<file path="src/hw/fd_cfg.svh">
`ifndef FD_CFG_SVH
`define FD_CFG_SVH

// active video size.
`define FD_H_ACT        16
`define FD_V_ACT        4

// one burst is 16 beats of 8 bytes.
`define FD_BURST_BEATS  16
`define FD_FIFO_BEATS   32

// idle cycles after vs_i falls.
`define FD_CLR_CYCLES   15

// bank A start, bank B follows one frame later.
`define FD_BASE_DEFAULT 32'h2000_0000

`endif

</file>
<file path="src/hw/fd_pkg.sv">
package fd_pkg;

   typedef logic [23:0] pixel_t;  // rgb, 8 bits each.
   typedef logic [63:0] beat_t;   // two pixels, one per 32-bit lane.
   typedef logic [31:0] addr_t;

   typedef enum logic [1:0] {
      WR_IDLE,
      WR_ADDR,
      WR_DATA,
      WR_RESP
   } wr_state_t;

   typedef enum logic [1:0] {
      RD_IDLE,
      RD_ADDR,
      RD_DATA
   } rd_state_t;

endpackage

</file>
<file path="src/hw/axi_if.sv">
`timescale 1ns/1ps

// aw, w and b channels.
interface axi_wr_if;
   logic          awvalid;
   logic          awready;
   fd_pkg::addr_t awaddr;
   logic          wvalid;
   logic          wready;
   fd_pkg::beat_t wdata;
   logic [7:0]    wstrb;
   logic          wlast;
   logic          bvalid;
   logic          bready;

   modport mst (output awvalid, awaddr, wvalid, wdata, wstrb, wlast, bready,
                input awready, wready, bvalid);
   modport slv (input awvalid, awaddr, wvalid, wdata, wstrb, wlast, bready,
                output awready, wready, bvalid);
endinterface

// ar and r channels.
interface axi_rd_if;
   logic          arvalid;
   logic          arready;
   fd_pkg::addr_t araddr;
   logic          rvalid;
   logic          rready;
   fd_pkg::beat_t rdata;
   logic          rlast;

   modport mst (output arvalid, araddr, rready,
                input arready, rvalid, rdata, rlast);
   modport slv (input arvalid, araddr, rready,
                output arready, rvalid, rdata, rlast);
endinterface

</file>
<file path="src/hw/frame_delay_regs.sv">
`timescale 1ns/1ps
`include "fd_cfg.svh"

module frame_delay_regs (
   input  logic          clk_i,
   input  logic          rst_i,
   input  logic          reg_we_i,
   input  logic [1:0]    reg_addr_i,
   input  logic [31:0]   reg_wdata_i,
   output logic [31:0]   reg_rdata_o,
   output logic          wen_o,
   output logic          ren_o,
   output fd_pkg::addr_t base_o
);

   always_ff @(posedge clk_i) begin
      if (rst_i) begin
         wen_o  <= 1'b0;
         ren_o  <= 1'b0;
         base_o <= `FD_BASE_DEFAULT;
      end else if (reg_we_i) begin
         case (reg_addr_i)
            2'd0: begin
               wen_o <= reg_wdata_i[0];
               ren_o <= reg_wdata_i[1];
            end
            2'd1: base_o <= reg_wdata_i;
            default: ;  // unmapped.
         endcase
      end
   end

   always_comb begin
      case (reg_addr_i)
         2'd0:    reg_rdata_o = {30'd0, ren_o, wen_o};
         2'd1:    reg_rdata_o = base_o;
         default: reg_rdata_o = 32'd0;
      endcase
   end

endmodule

</file>
<file path="src/hw/axi_sink.sv">
`timescale 1ns/1ps
`include "fd_cfg.svh"

module axi_sink (
   input  logic           clk_i,
   input  logic           rst_i,
   input  logic           srst_i,
   input  logic           en_i,
   input  fd_pkg::addr_t  addr_i,
   input  logic           val_i,
   input  fd_pkg::pixel_t data_i,
   axi_wr_if.mst          wr
);

   localparam int AW = $clog2(`FD_FIFO_BEATS);
   localparam int BW = $clog2(`FD_BURST_BEATS);
   localparam logic [AW:0] BURST_FILL = (AW + 1)'(`FD_BURST_BEATS);
   localparam logic [BW-1:0] LAST_BEAT = BW'(`FD_BURST_BEATS - 1);
   localparam fd_pkg::addr_t BURST_BYTES = fd_pkg::addr_t'(`FD_BURST_BEATS * 8);

   fd_pkg::wr_state_t state;
   fd_pkg::beat_t     mem [`FD_FIFO_BEATS];
   logic [AW:0]       wr_ptr;
   logic [AW:0]       rd_ptr;
   logic [AW:0]       fill;
   logic [BW-1:0]     beat_cnt;
   fd_pkg::pixel_t    lo_pix;
   fd_pkg::addr_t     addr;
   logic              half;
   logic              push;
   logic              pop;

   assign fill = wr_ptr - rd_ptr;
   assign push = val_i & en_i & ~srst_i & half;  // second pixel completes a beat.
   assign pop  = wr.wvalid & wr.wready;

   // pixel pairing, low lane first.
   always_ff @(posedge clk_i) begin
      if (rst_i || srst_i) begin
         half <= 1'b0;
      end else if (val_i && en_i) begin
         half <= ~half;
      end
   end

   always_ff @(posedge clk_i) begin
      if (val_i && en_i && !half) lo_pix <= data_i;
      if (push) mem[wr_ptr[AW-1:0]] <= {8'h00, data_i, 8'h00, lo_pix};
   end

   always_ff @(posedge clk_i) begin
      if (rst_i || srst_i) begin
         wr_ptr <= '0;
         rd_ptr <= '0;
      end else begin
         if (push) wr_ptr <= wr_ptr + 1'b1;
         if (pop)  rd_ptr <= rd_ptr + 1'b1;
      end
   end

   // a full burst is buffered before the address goes out.
   always_ff @(posedge clk_i) begin
      if (rst_i || srst_i) begin
         state    <= fd_pkg::WR_IDLE;
         beat_cnt <= '0;
      end else begin
         case (state)
            fd_pkg::WR_IDLE: if (fill >= BURST_FILL) state <= fd_pkg::WR_ADDR;
            fd_pkg::WR_ADDR: begin
               if (wr.awready) begin
                  state    <= fd_pkg::WR_DATA;
                  beat_cnt <= '0;
               end
            end
            fd_pkg::WR_DATA: begin
               if (wr.wready) begin
                  beat_cnt <= beat_cnt + 1'b1;
                  if (wr.wlast) state <= fd_pkg::WR_RESP;
               end
            end
            fd_pkg::WR_RESP: if (wr.bvalid) state <= fd_pkg::WR_IDLE;
            default: state <= fd_pkg::WR_IDLE;
         endcase
      end
   end

   always_ff @(posedge clk_i) begin
      if (rst_i || srst_i) begin
         addr <= addr_i;  // bank start.
      end else if (wr.awvalid && wr.awready) begin
         addr <= addr + BURST_BYTES;
      end
   end

   assign wr.awvalid = (state == fd_pkg::WR_ADDR);
   assign wr.awaddr  = addr;
   assign wr.wvalid  = (state == fd_pkg::WR_DATA);  // data already buffered.
   assign wr.wdata   = mem[rd_ptr[AW-1:0]];
   assign wr.wstrb   = 8'hff;
   assign wr.wlast   = (beat_cnt == LAST_BEAT);
   assign wr.bready  = (state == fd_pkg::WR_RESP);

endmodule

</file>
<file path="src/hw/axi_source.sv">
`timescale 1ns/1ps
`include "fd_cfg.svh"

module axi_source (
   input  logic           clk_i,
   input  logic           rst_i,
   input  logic           srst_i,
   input  logic           en_i,
   input  fd_pkg::addr_t  addr_i,
   input  logic           rdy_i,
   output fd_pkg::pixel_t data_o,
   axi_rd_if.mst          rd
);

   localparam int AW = $clog2(`FD_FIFO_BEATS);
   localparam int FRAME_BURSTS = `FD_H_ACT * `FD_V_ACT / (2 * `FD_BURST_BEATS);
   localparam int CW = $clog2(FRAME_BURSTS + 1);
   localparam logic [AW:0] MAX_FILL = (AW + 1)'(`FD_FIFO_BEATS - `FD_BURST_BEATS);
   localparam logic [CW-1:0] LAST_CNT = CW'(FRAME_BURSTS);
   localparam fd_pkg::addr_t BURST_BYTES = fd_pkg::addr_t'(`FD_BURST_BEATS * 8);

   fd_pkg::rd_state_t state;
   fd_pkg::beat_t     mem [`FD_FIFO_BEATS];
   fd_pkg::beat_t     head;
   logic [AW:0]       wr_ptr;
   logic [AW:0]       rd_ptr;
   logic [AW:0]       fill;
   logic [CW-1:0]     burst_cnt;
   fd_pkg::addr_t     addr;
   logic              half;
   logic              take;
   logic              push;
   logic              pop;

   assign fill = wr_ptr - rd_ptr;
   assign push = rd.rvalid & rd.rready;
   assign take = rdy_i & (fill != '0);
   assign pop  = take & half;  // beat done after its high pixel.

   always_ff @(posedge clk_i) begin
      if (push) mem[wr_ptr[AW-1:0]] <= rd.rdata;
   end

   always_ff @(posedge clk_i) begin
      if (rst_i || srst_i) begin
         wr_ptr <= '0;
         rd_ptr <= '0;
         half   <= 1'b0;
      end else begin
         if (push) wr_ptr <= wr_ptr + 1'b1;
         if (pop)  rd_ptr <= rd_ptr + 1'b1;
         if (take) half   <= ~half;
      end
   end

   // one burst in flight; space for it is free before ar goes out.
   always_ff @(posedge clk_i) begin
      if (rst_i || srst_i) begin
         state <= fd_pkg::RD_IDLE;
      end else begin
         case (state)
            fd_pkg::RD_IDLE: begin
               if (en_i && burst_cnt != LAST_CNT && fill <= MAX_FILL) begin
                  state <= fd_pkg::RD_ADDR;
               end
            end
            fd_pkg::RD_ADDR: if (rd.arready) state <= fd_pkg::RD_DATA;
            fd_pkg::RD_DATA: if (rd.rvalid && rd.rlast) state <= fd_pkg::RD_IDLE;
            default: state <= fd_pkg::RD_IDLE;
         endcase
      end
   end

   always_ff @(posedge clk_i) begin
      if (rst_i || srst_i) begin
         addr      <= addr_i;
         burst_cnt <= '0;
      end else if (rd.arvalid && rd.arready) begin
         addr      <= addr + BURST_BYTES;
         burst_cnt <= burst_cnt + 1'b1;
      end
   end

   assign rd.arvalid = (state == fd_pkg::RD_ADDR);
   assign rd.araddr  = addr;
   assign rd.rready  = (state == fd_pkg::RD_DATA);

   // low lane, then high lane.
   assign head   = mem[rd_ptr[AW-1:0]];
   assign data_o = half ? head[55:32] : head[23:0];

endmodule

</file>
<file path="src/hw/axi_delayer.sv">
`timescale 1ns/1ps
`include "fd_cfg.svh"

module axi_delayer (
   input  logic           clk_i,
   input  logic           rst_i,
   input  logic           wen_i,
   input  logic           ren_i,
   input  fd_pkg::addr_t  base_i,
   input  logic           vs_i,
   input  logic           de_i,
   input  fd_pkg::pixel_t data_i,
   output fd_pkg::pixel_t data_o,
   axi_wr_if.mst          wr,
   axi_rd_if.mst          rd
);

   localparam int CW = $clog2(`FD_CLR_CYCLES + 1);
   localparam fd_pkg::addr_t FRAME_BYTES = fd_pkg::addr_t'(`FD_H_ACT * `FD_V_ACT * 4);

   logic          vs_r;
   logic          bank;
   logic [CW-1:0] clr_cnt;
   logic          clear;
   fd_pkg::addr_t bank_a;
   fd_pkg::addr_t bank_b;

   always_ff @(posedge clk_i) begin
      if (rst_i) begin
         vs_r    <= 1'b0;
         bank    <= 1'b0;
         clr_cnt <= '0;
      end else begin
         vs_r <= vs_i;
         bank <= bank ^ (vs_i & ~vs_r);  // swap on rising vs.
         if (vs_i) clr_cnt <= CW'(`FD_CLR_CYCLES);
         else if (clr_cnt != '0) clr_cnt <= clr_cnt - 1'b1;
      end
   end

   assign clear  = vs_i | (clr_cnt != '0);
   assign bank_a = base_i;
   assign bank_b = base_i + FRAME_BYTES;

   // first vs after reset sets bank, so frame one lands in bank A.
   axi_sink i_sink (
      .clk_i  (clk_i),
      .rst_i  (rst_i),
      .srst_i (clear),
      .en_i   (wen_i),
      .addr_i (bank ? bank_a : bank_b),
      .val_i  (de_i),
      .data_i (data_i),
      .wr     (wr)
   );

   axi_source i_source (
      .clk_i  (clk_i),
      .rst_i  (rst_i),
      .srst_i (clear),
      .en_i   (ren_i),
      .addr_i (bank ? bank_b : bank_a),
      .rdy_i  (de_i),
      .data_o (data_o),
      .rd     (rd)
   );

endmodule

</file>
<file path="src/hw/frame_delay_top.sv">
`timescale 1ns/1ps

module frame_delay_top (
   input  logic           clk_i,
   input  logic           rst_i,
   input  logic           reg_we_i,
   input  logic [1:0]     reg_addr_i,
   input  logic [31:0]    reg_wdata_i,
   output logic [31:0]    reg_rdata_o,
   input  logic           vs_i,
   input  logic           de_i,
   input  fd_pkg::pixel_t data_i,
   output fd_pkg::pixel_t data_o,
   output logic           m_axi_awvalid,
   input  logic           m_axi_awready,
   output fd_pkg::addr_t  m_axi_awaddr,
   output logic [3:0]     m_axi_awlen,
   output logic [2:0]     m_axi_awsize,
   output logic [1:0]     m_axi_awburst,
   output logic [5:0]     m_axi_awid,
   output logic           m_axi_wvalid,
   input  logic           m_axi_wready,
   output fd_pkg::beat_t  m_axi_wdata,
   output logic [7:0]     m_axi_wstrb,
   output logic           m_axi_wlast,
   output logic [5:0]     m_axi_wid,
   input  logic           m_axi_bvalid,
   output logic           m_axi_bready,
   output logic           m_axi_arvalid,
   input  logic           m_axi_arready,
   output fd_pkg::addr_t  m_axi_araddr,
   output logic [3:0]     m_axi_arlen,
   output logic [2:0]     m_axi_arsize,
   output logic [1:0]     m_axi_arburst,
   output logic [5:0]     m_axi_arid,
   input  logic           m_axi_rvalid,
   output logic           m_axi_rready,
   input  fd_pkg::beat_t  m_axi_rdata,
   input  logic           m_axi_rlast
);

   logic          wen;
   logic          ren;
   fd_pkg::addr_t base;

   axi_wr_if wr_bus ();
   axi_rd_if rd_bus ();

   frame_delay_regs i_regs (
      .clk_i       (clk_i),
      .rst_i       (rst_i),
      .reg_we_i    (reg_we_i),
      .reg_addr_i  (reg_addr_i),
      .reg_wdata_i (reg_wdata_i),
      .reg_rdata_o (reg_rdata_o),
      .wen_o       (wen),
      .ren_o       (ren),
      .base_o      (base)
   );

   axi_delayer i_delayer (
      .clk_i  (clk_i),
      .rst_i  (rst_i),
      .wen_i  (wen),
      .ren_i  (ren),
      .base_i (base),
      .vs_i   (vs_i),
      .de_i   (de_i),
      .data_i (data_i),
      .data_o (data_o),
      .wr     (wr_bus.mst),
      .rd     (rd_bus.mst)
   );

   // 16 beats, 8 bytes, incr.
   assign m_axi_awlen   = 4'd15;
   assign m_axi_awsize  = 3'd3;
   assign m_axi_awburst = 2'b01;
   assign m_axi_awid    = 6'd0;
   assign m_axi_wid     = 6'd0;
   assign m_axi_arlen   = 4'd15;
   assign m_axi_arsize  = 3'd3;
   assign m_axi_arburst = 2'b01;
   assign m_axi_arid    = 6'd0;

   assign m_axi_awvalid  = wr_bus.awvalid;
   assign wr_bus.awready = m_axi_awready;
   assign m_axi_awaddr   = wr_bus.awaddr;
   assign m_axi_wvalid   = wr_bus.wvalid;
   assign wr_bus.wready  = m_axi_wready;
   assign m_axi_wdata    = wr_bus.wdata;
   assign m_axi_wstrb    = wr_bus.wstrb;
   assign m_axi_wlast    = wr_bus.wlast;
   assign wr_bus.bvalid  = m_axi_bvalid;
   assign m_axi_bready   = wr_bus.bready;

   assign m_axi_arvalid  = rd_bus.arvalid;
   assign rd_bus.arready = m_axi_arready;
   assign m_axi_araddr   = rd_bus.araddr;
   assign rd_bus.rvalid  = m_axi_rvalid;
   assign m_axi_rready   = rd_bus.rready;
   assign rd_bus.rdata   = m_axi_rdata;
   assign rd_bus.rlast   = m_axi_rlast;

endmodule

</file>
<file path="config.mk">
export PLATFORM = sky130hd
export DESIGN_NAME = frame_delay_top
export DESIGN_NICKNAME = d
export VERILOG_FILES = /design/src/hw/fd_pkg.sv /design/src/hw/axi_if.sv /design/src/hw/frame_delay_regs.sv /design/src/hw/axi_sink.sv /design/src/hw/axi_source.sv /design/src/hw/axi_delayer.sv /design/src/hw/frame_delay_top.sv
export VERILOG_INCLUDE_DIRS = /design/src /design/src/hw
export SDC_FILE = /design/constraint.sdc
export NUM_CORES = 2
export LEC_CHECK = 0
export BUFFER_PORTS_ARGS = -buffer_cell sky130_fd_sc_hd__buf_4
export CORE_MARGIN = 3
export CORE_UTILIZATION = 55
export CTS_CLUSTER_DIAMETER = 120
export CTS_CLUSTER_SIZE = 20
export DETAILED_ROUTE_END_ITERATION = 12
export HOLD_SLACK_MARGIN = 0.1
export PLACE_DENSITY = 0.79
export SYNTH_ARGS = -nofsm -noshare
export SYNTH_HDL_FRONTEND = slang
export SYNTH_SLANG_ARGS = --single-unit
</file>
<file path="constraint.sdc">
create_clock -name clk_i -period 7.43 [get_ports clk_i]
set_input_delay 0.3715 -clock clk_i [delete_from_list [all_inputs] [get_ports clk_i]]
set_output_delay 0.3715 -clock clk_i [all_outputs]
set_load 0.05 [all_outputs]
</file>
==> impl_metrics.toml <==
[worst_setup_path]
path_class = "reg -> out"
cp_data_required_time_ns = 7.06
end_kind = "primary output"
reg2reg_to = "i_delayer.i_sink.mem[3][36]"
r2r_cells = 7
arrival_ns = 4.71
rrSetupSlack_ns = 2.78
crit_path_max_fanout = 43
r2r-start = "i_delayer.clr_cnt[0]"
start_kind = "flip-flop"

[clock_tree]
root_buffer = "clkbuf_16"
htreeDepth = 4
ctsResizeCount = 0
cts_max_path_buffers = 3
cts_hold_buf = 148
cts_tree = "done"
numCtsBuffers = 181
insertion_delay_ns = 0.87
clkSinkCount = 3239
cts_setup_buffers = 0
clk_pin_slew_worst_paths_ns = 0.09

[detailed_routing]
postRouteAntennaNets = 0
vias = 61832
drc = 0
firstDrtPassIters = 7
routedWlPerCell_um = 33.5
finalWirelength_mm = 310
vias_per_cell = 6.69
dr.first_iter.drc_count = 8669

[logic_synthesis]
synth_edf_count = 3153
synthTopCellsByArea = "edfxtp_1 (75%), mux4_2 (15%), dfxtp_1 (1.4%)"
ys_seq_area_frac = 0.767
yosys-top-cells-count = "edfxtp_1 (3153), mux4_2 (834), clkbuf_1 (170), nand2_1 (170), nor2_1 (168)"
netlist_instances = 5757
syn_area_um2 = 126000
yosys.area.top_type = "edfxtp_1"
ys_types = 60
ys_seq_elements = 3239
yosysMostFrequentCell = "edfxtp_1"
yosys_warnings = 0
yosys_most_used_dff = "edfxtp_1"
syn_area_per_cell_um2 = 21.8
async_flop_share = 0
synth_top_cell_area_share = 0.753

[power]
p_leak_nw = 41.4
p_switching_mw = 6.12
vdd_drop_max_mv = 0.266
p_clk_frac = 0.329
comb_power_share = 0.020
seq_power_share = 0.651
swShare = 0.199
power_per_cell_area_nw_per_um2 = 223
p_int_mw = 24.7

[timing]
timing.fmax_ghz = 0.197
rsz0062_at_grt = "no"
holdWs_ns = 0.140
hold_viol = 0
fin_crit_ns = 5.08
fin_crit_sh = 0.684
relSlewSlack = 0.144
drv_slew = 0
tightest_slew_ns = 1.28
final.setup.tns_ns = 0
skew_ns = 0.0660
setup_violations = 0

[min_path]
worstHoldPathType = "in -> reg"
min-delay-start = "m_axi_bvalid"
whs_path_depth = 5
hold_path_end = "i_delayer.i_sink.state[0]"

[cells_and_area]
area_growth_pct = 9.75
final_cells = 9236
final_nets = 6342
layout-drive-gt1-share = 0.256
num-fill-cells = 14692

[floorplan]
rows = 174
io_pins = 367
die_h_um = 484
die_area_um2 = 234000
start_util = 0.556
core_area_um2 = 226000
die_w_um = 484

[placed_design]
place_inst = 8839
port_buffers = 290
dp_hpwl_mm = 159
place_congestion = 0.818

[grt]
grt_pass1_wl_mm = 448
grt_start_max_net_pins = 148
antenna_found_initial = 22
grt_pass1_vias = 63195
grt.overflow.total = 0
grt_use_total = 0.264

[run]
cap_violations = 0

[run_status]
status = "complete, no violations"
## area by class of cell
class                      instances  area, um2  area share
antenna                           14       35.0    0.000254
clock buffer                     222       4760      0.0345
clock inverter                    13        250     0.00181
inverter                          40        151     0.00110
multi-input combinational       2160      27900       0.202
sequential                      3239      96400       0.699
tap                             2992       3740      0.0271
timing repair buffer             556       4670      0.0339
## sequential cells by signal (all words and copies together), names as in the netlist, 2 cells and up, named ones only
signal	count
i_delayer.i_sink.mem	1536
i_delayer.i_source.mem	1536
i_regs.base_o	32
i_delayer.i_sink.wr.awaddr	31
i_delayer.i_source.rd.araddr	26
i_delayer.i_sink.lo_pix	24
i_delayer.i_sink.rd_ptr	6
i_delayer.i_sink.wr_ptr	6
i_delayer.i_source.rd_ptr	6
i_delayer.i_source.wr_ptr	6
i_delayer.clr_cnt	4
i_delayer.i_sink.beat_cnt	4
i_delayer.i_sink.state	2
i_delayer.i_source.burst_cnt	2
i_delayer.i_source.state	2
## cells by family after synthesis
logic type / after synthesis / synth area share
flops: 3239 / 0.767
mux: 1010 / 0.164
simple gates: 561 / 0.0210
buf+inv: 416 / 0.0170
compound gates: 384 / 0.0197
xor+xnor: 114 / 0.00794
fa+ha+maj: 31 / 0.00309
other cells: 2 / 0.0000598
## worst max-delay path, stage by stage, from the launching register on
cell	delay (ns)
dfxtp_4	0.96
buf_4	0.67
mux4_2	0.61
a22oi_1	0.24
nand2_1	0.11
a21oi_1	0.50
o21ai_0	0.34
buf_4	0.28
## through the flow
step                      worst slack, ns  utilization  power [mW]  cell area, um2
final                                2.35        0.610        30.8          138000
after global routing                 2.07        0.610        31.5          138000
after CTS                            2.23        0.610        30.9          138000
after detailed placement             2.72        0.581        21.0          131000
after global placement               2.83        0.581        21.0          131000
after floorplan                      3.04            -        20.7          126000
## power by group through the flow
stage	clock [mW]	sequential, mW	combinational (mW)
floorplan	0	20.5	0.193
global placement	0	20.4	0.524
detailed placement	0	20.5	0.550
CTS	10.2	20.0	0.617
global route	10.8	20.0	0.659
finish	10.1	20.0	0.624
## cell usage in the layout, fill, tap and decap left out, drive strengths merged, types with 86 or more instances in the layout
master / n
a21oi: 104
buf: 408
clkbuf: 222
dfxtp: 86
dlygate4sd3: 148
edfxtp: 3153
mux2i: 113
mux4: 834
nand2: 170
nor2: 168
## how the worst max path moves through the flow
| stage | to | slack (ns) | depth (start not counted) |
|---|---|---|---|
| CTS | data_o[5] | 2.23 | 7 |
| detailed placement | i_delayer.i_sink.mem[3][42] | 2.72 | 7 |
| finish | data_o[5] | 2.35 | 7 |
| global placement | i_delayer.i_sink.mem[3][6] | 2.83 | 7 |
| floorplan | i_delayer.i_source.mem[15][0] | 3.04 | 5 |
| global route | data_o[5] | 2.07 | 7 |
## routing by layer
| layer | GRT usage | share of wire | up-vias |
|---|---|---|---|
| li1 | - | - | 24544 |
| met1 | 0.344 | 0.34 | 32466 |
| met5 | 0 | 0.00032 | - |
| met4 | 0.107 | 0.046 | 14 |
| met2 | 0.443 | 0.51 | 4053 |
| met3 | 0.0487 | 0.10 | 755 |
(Power assumes the default switching activity.)
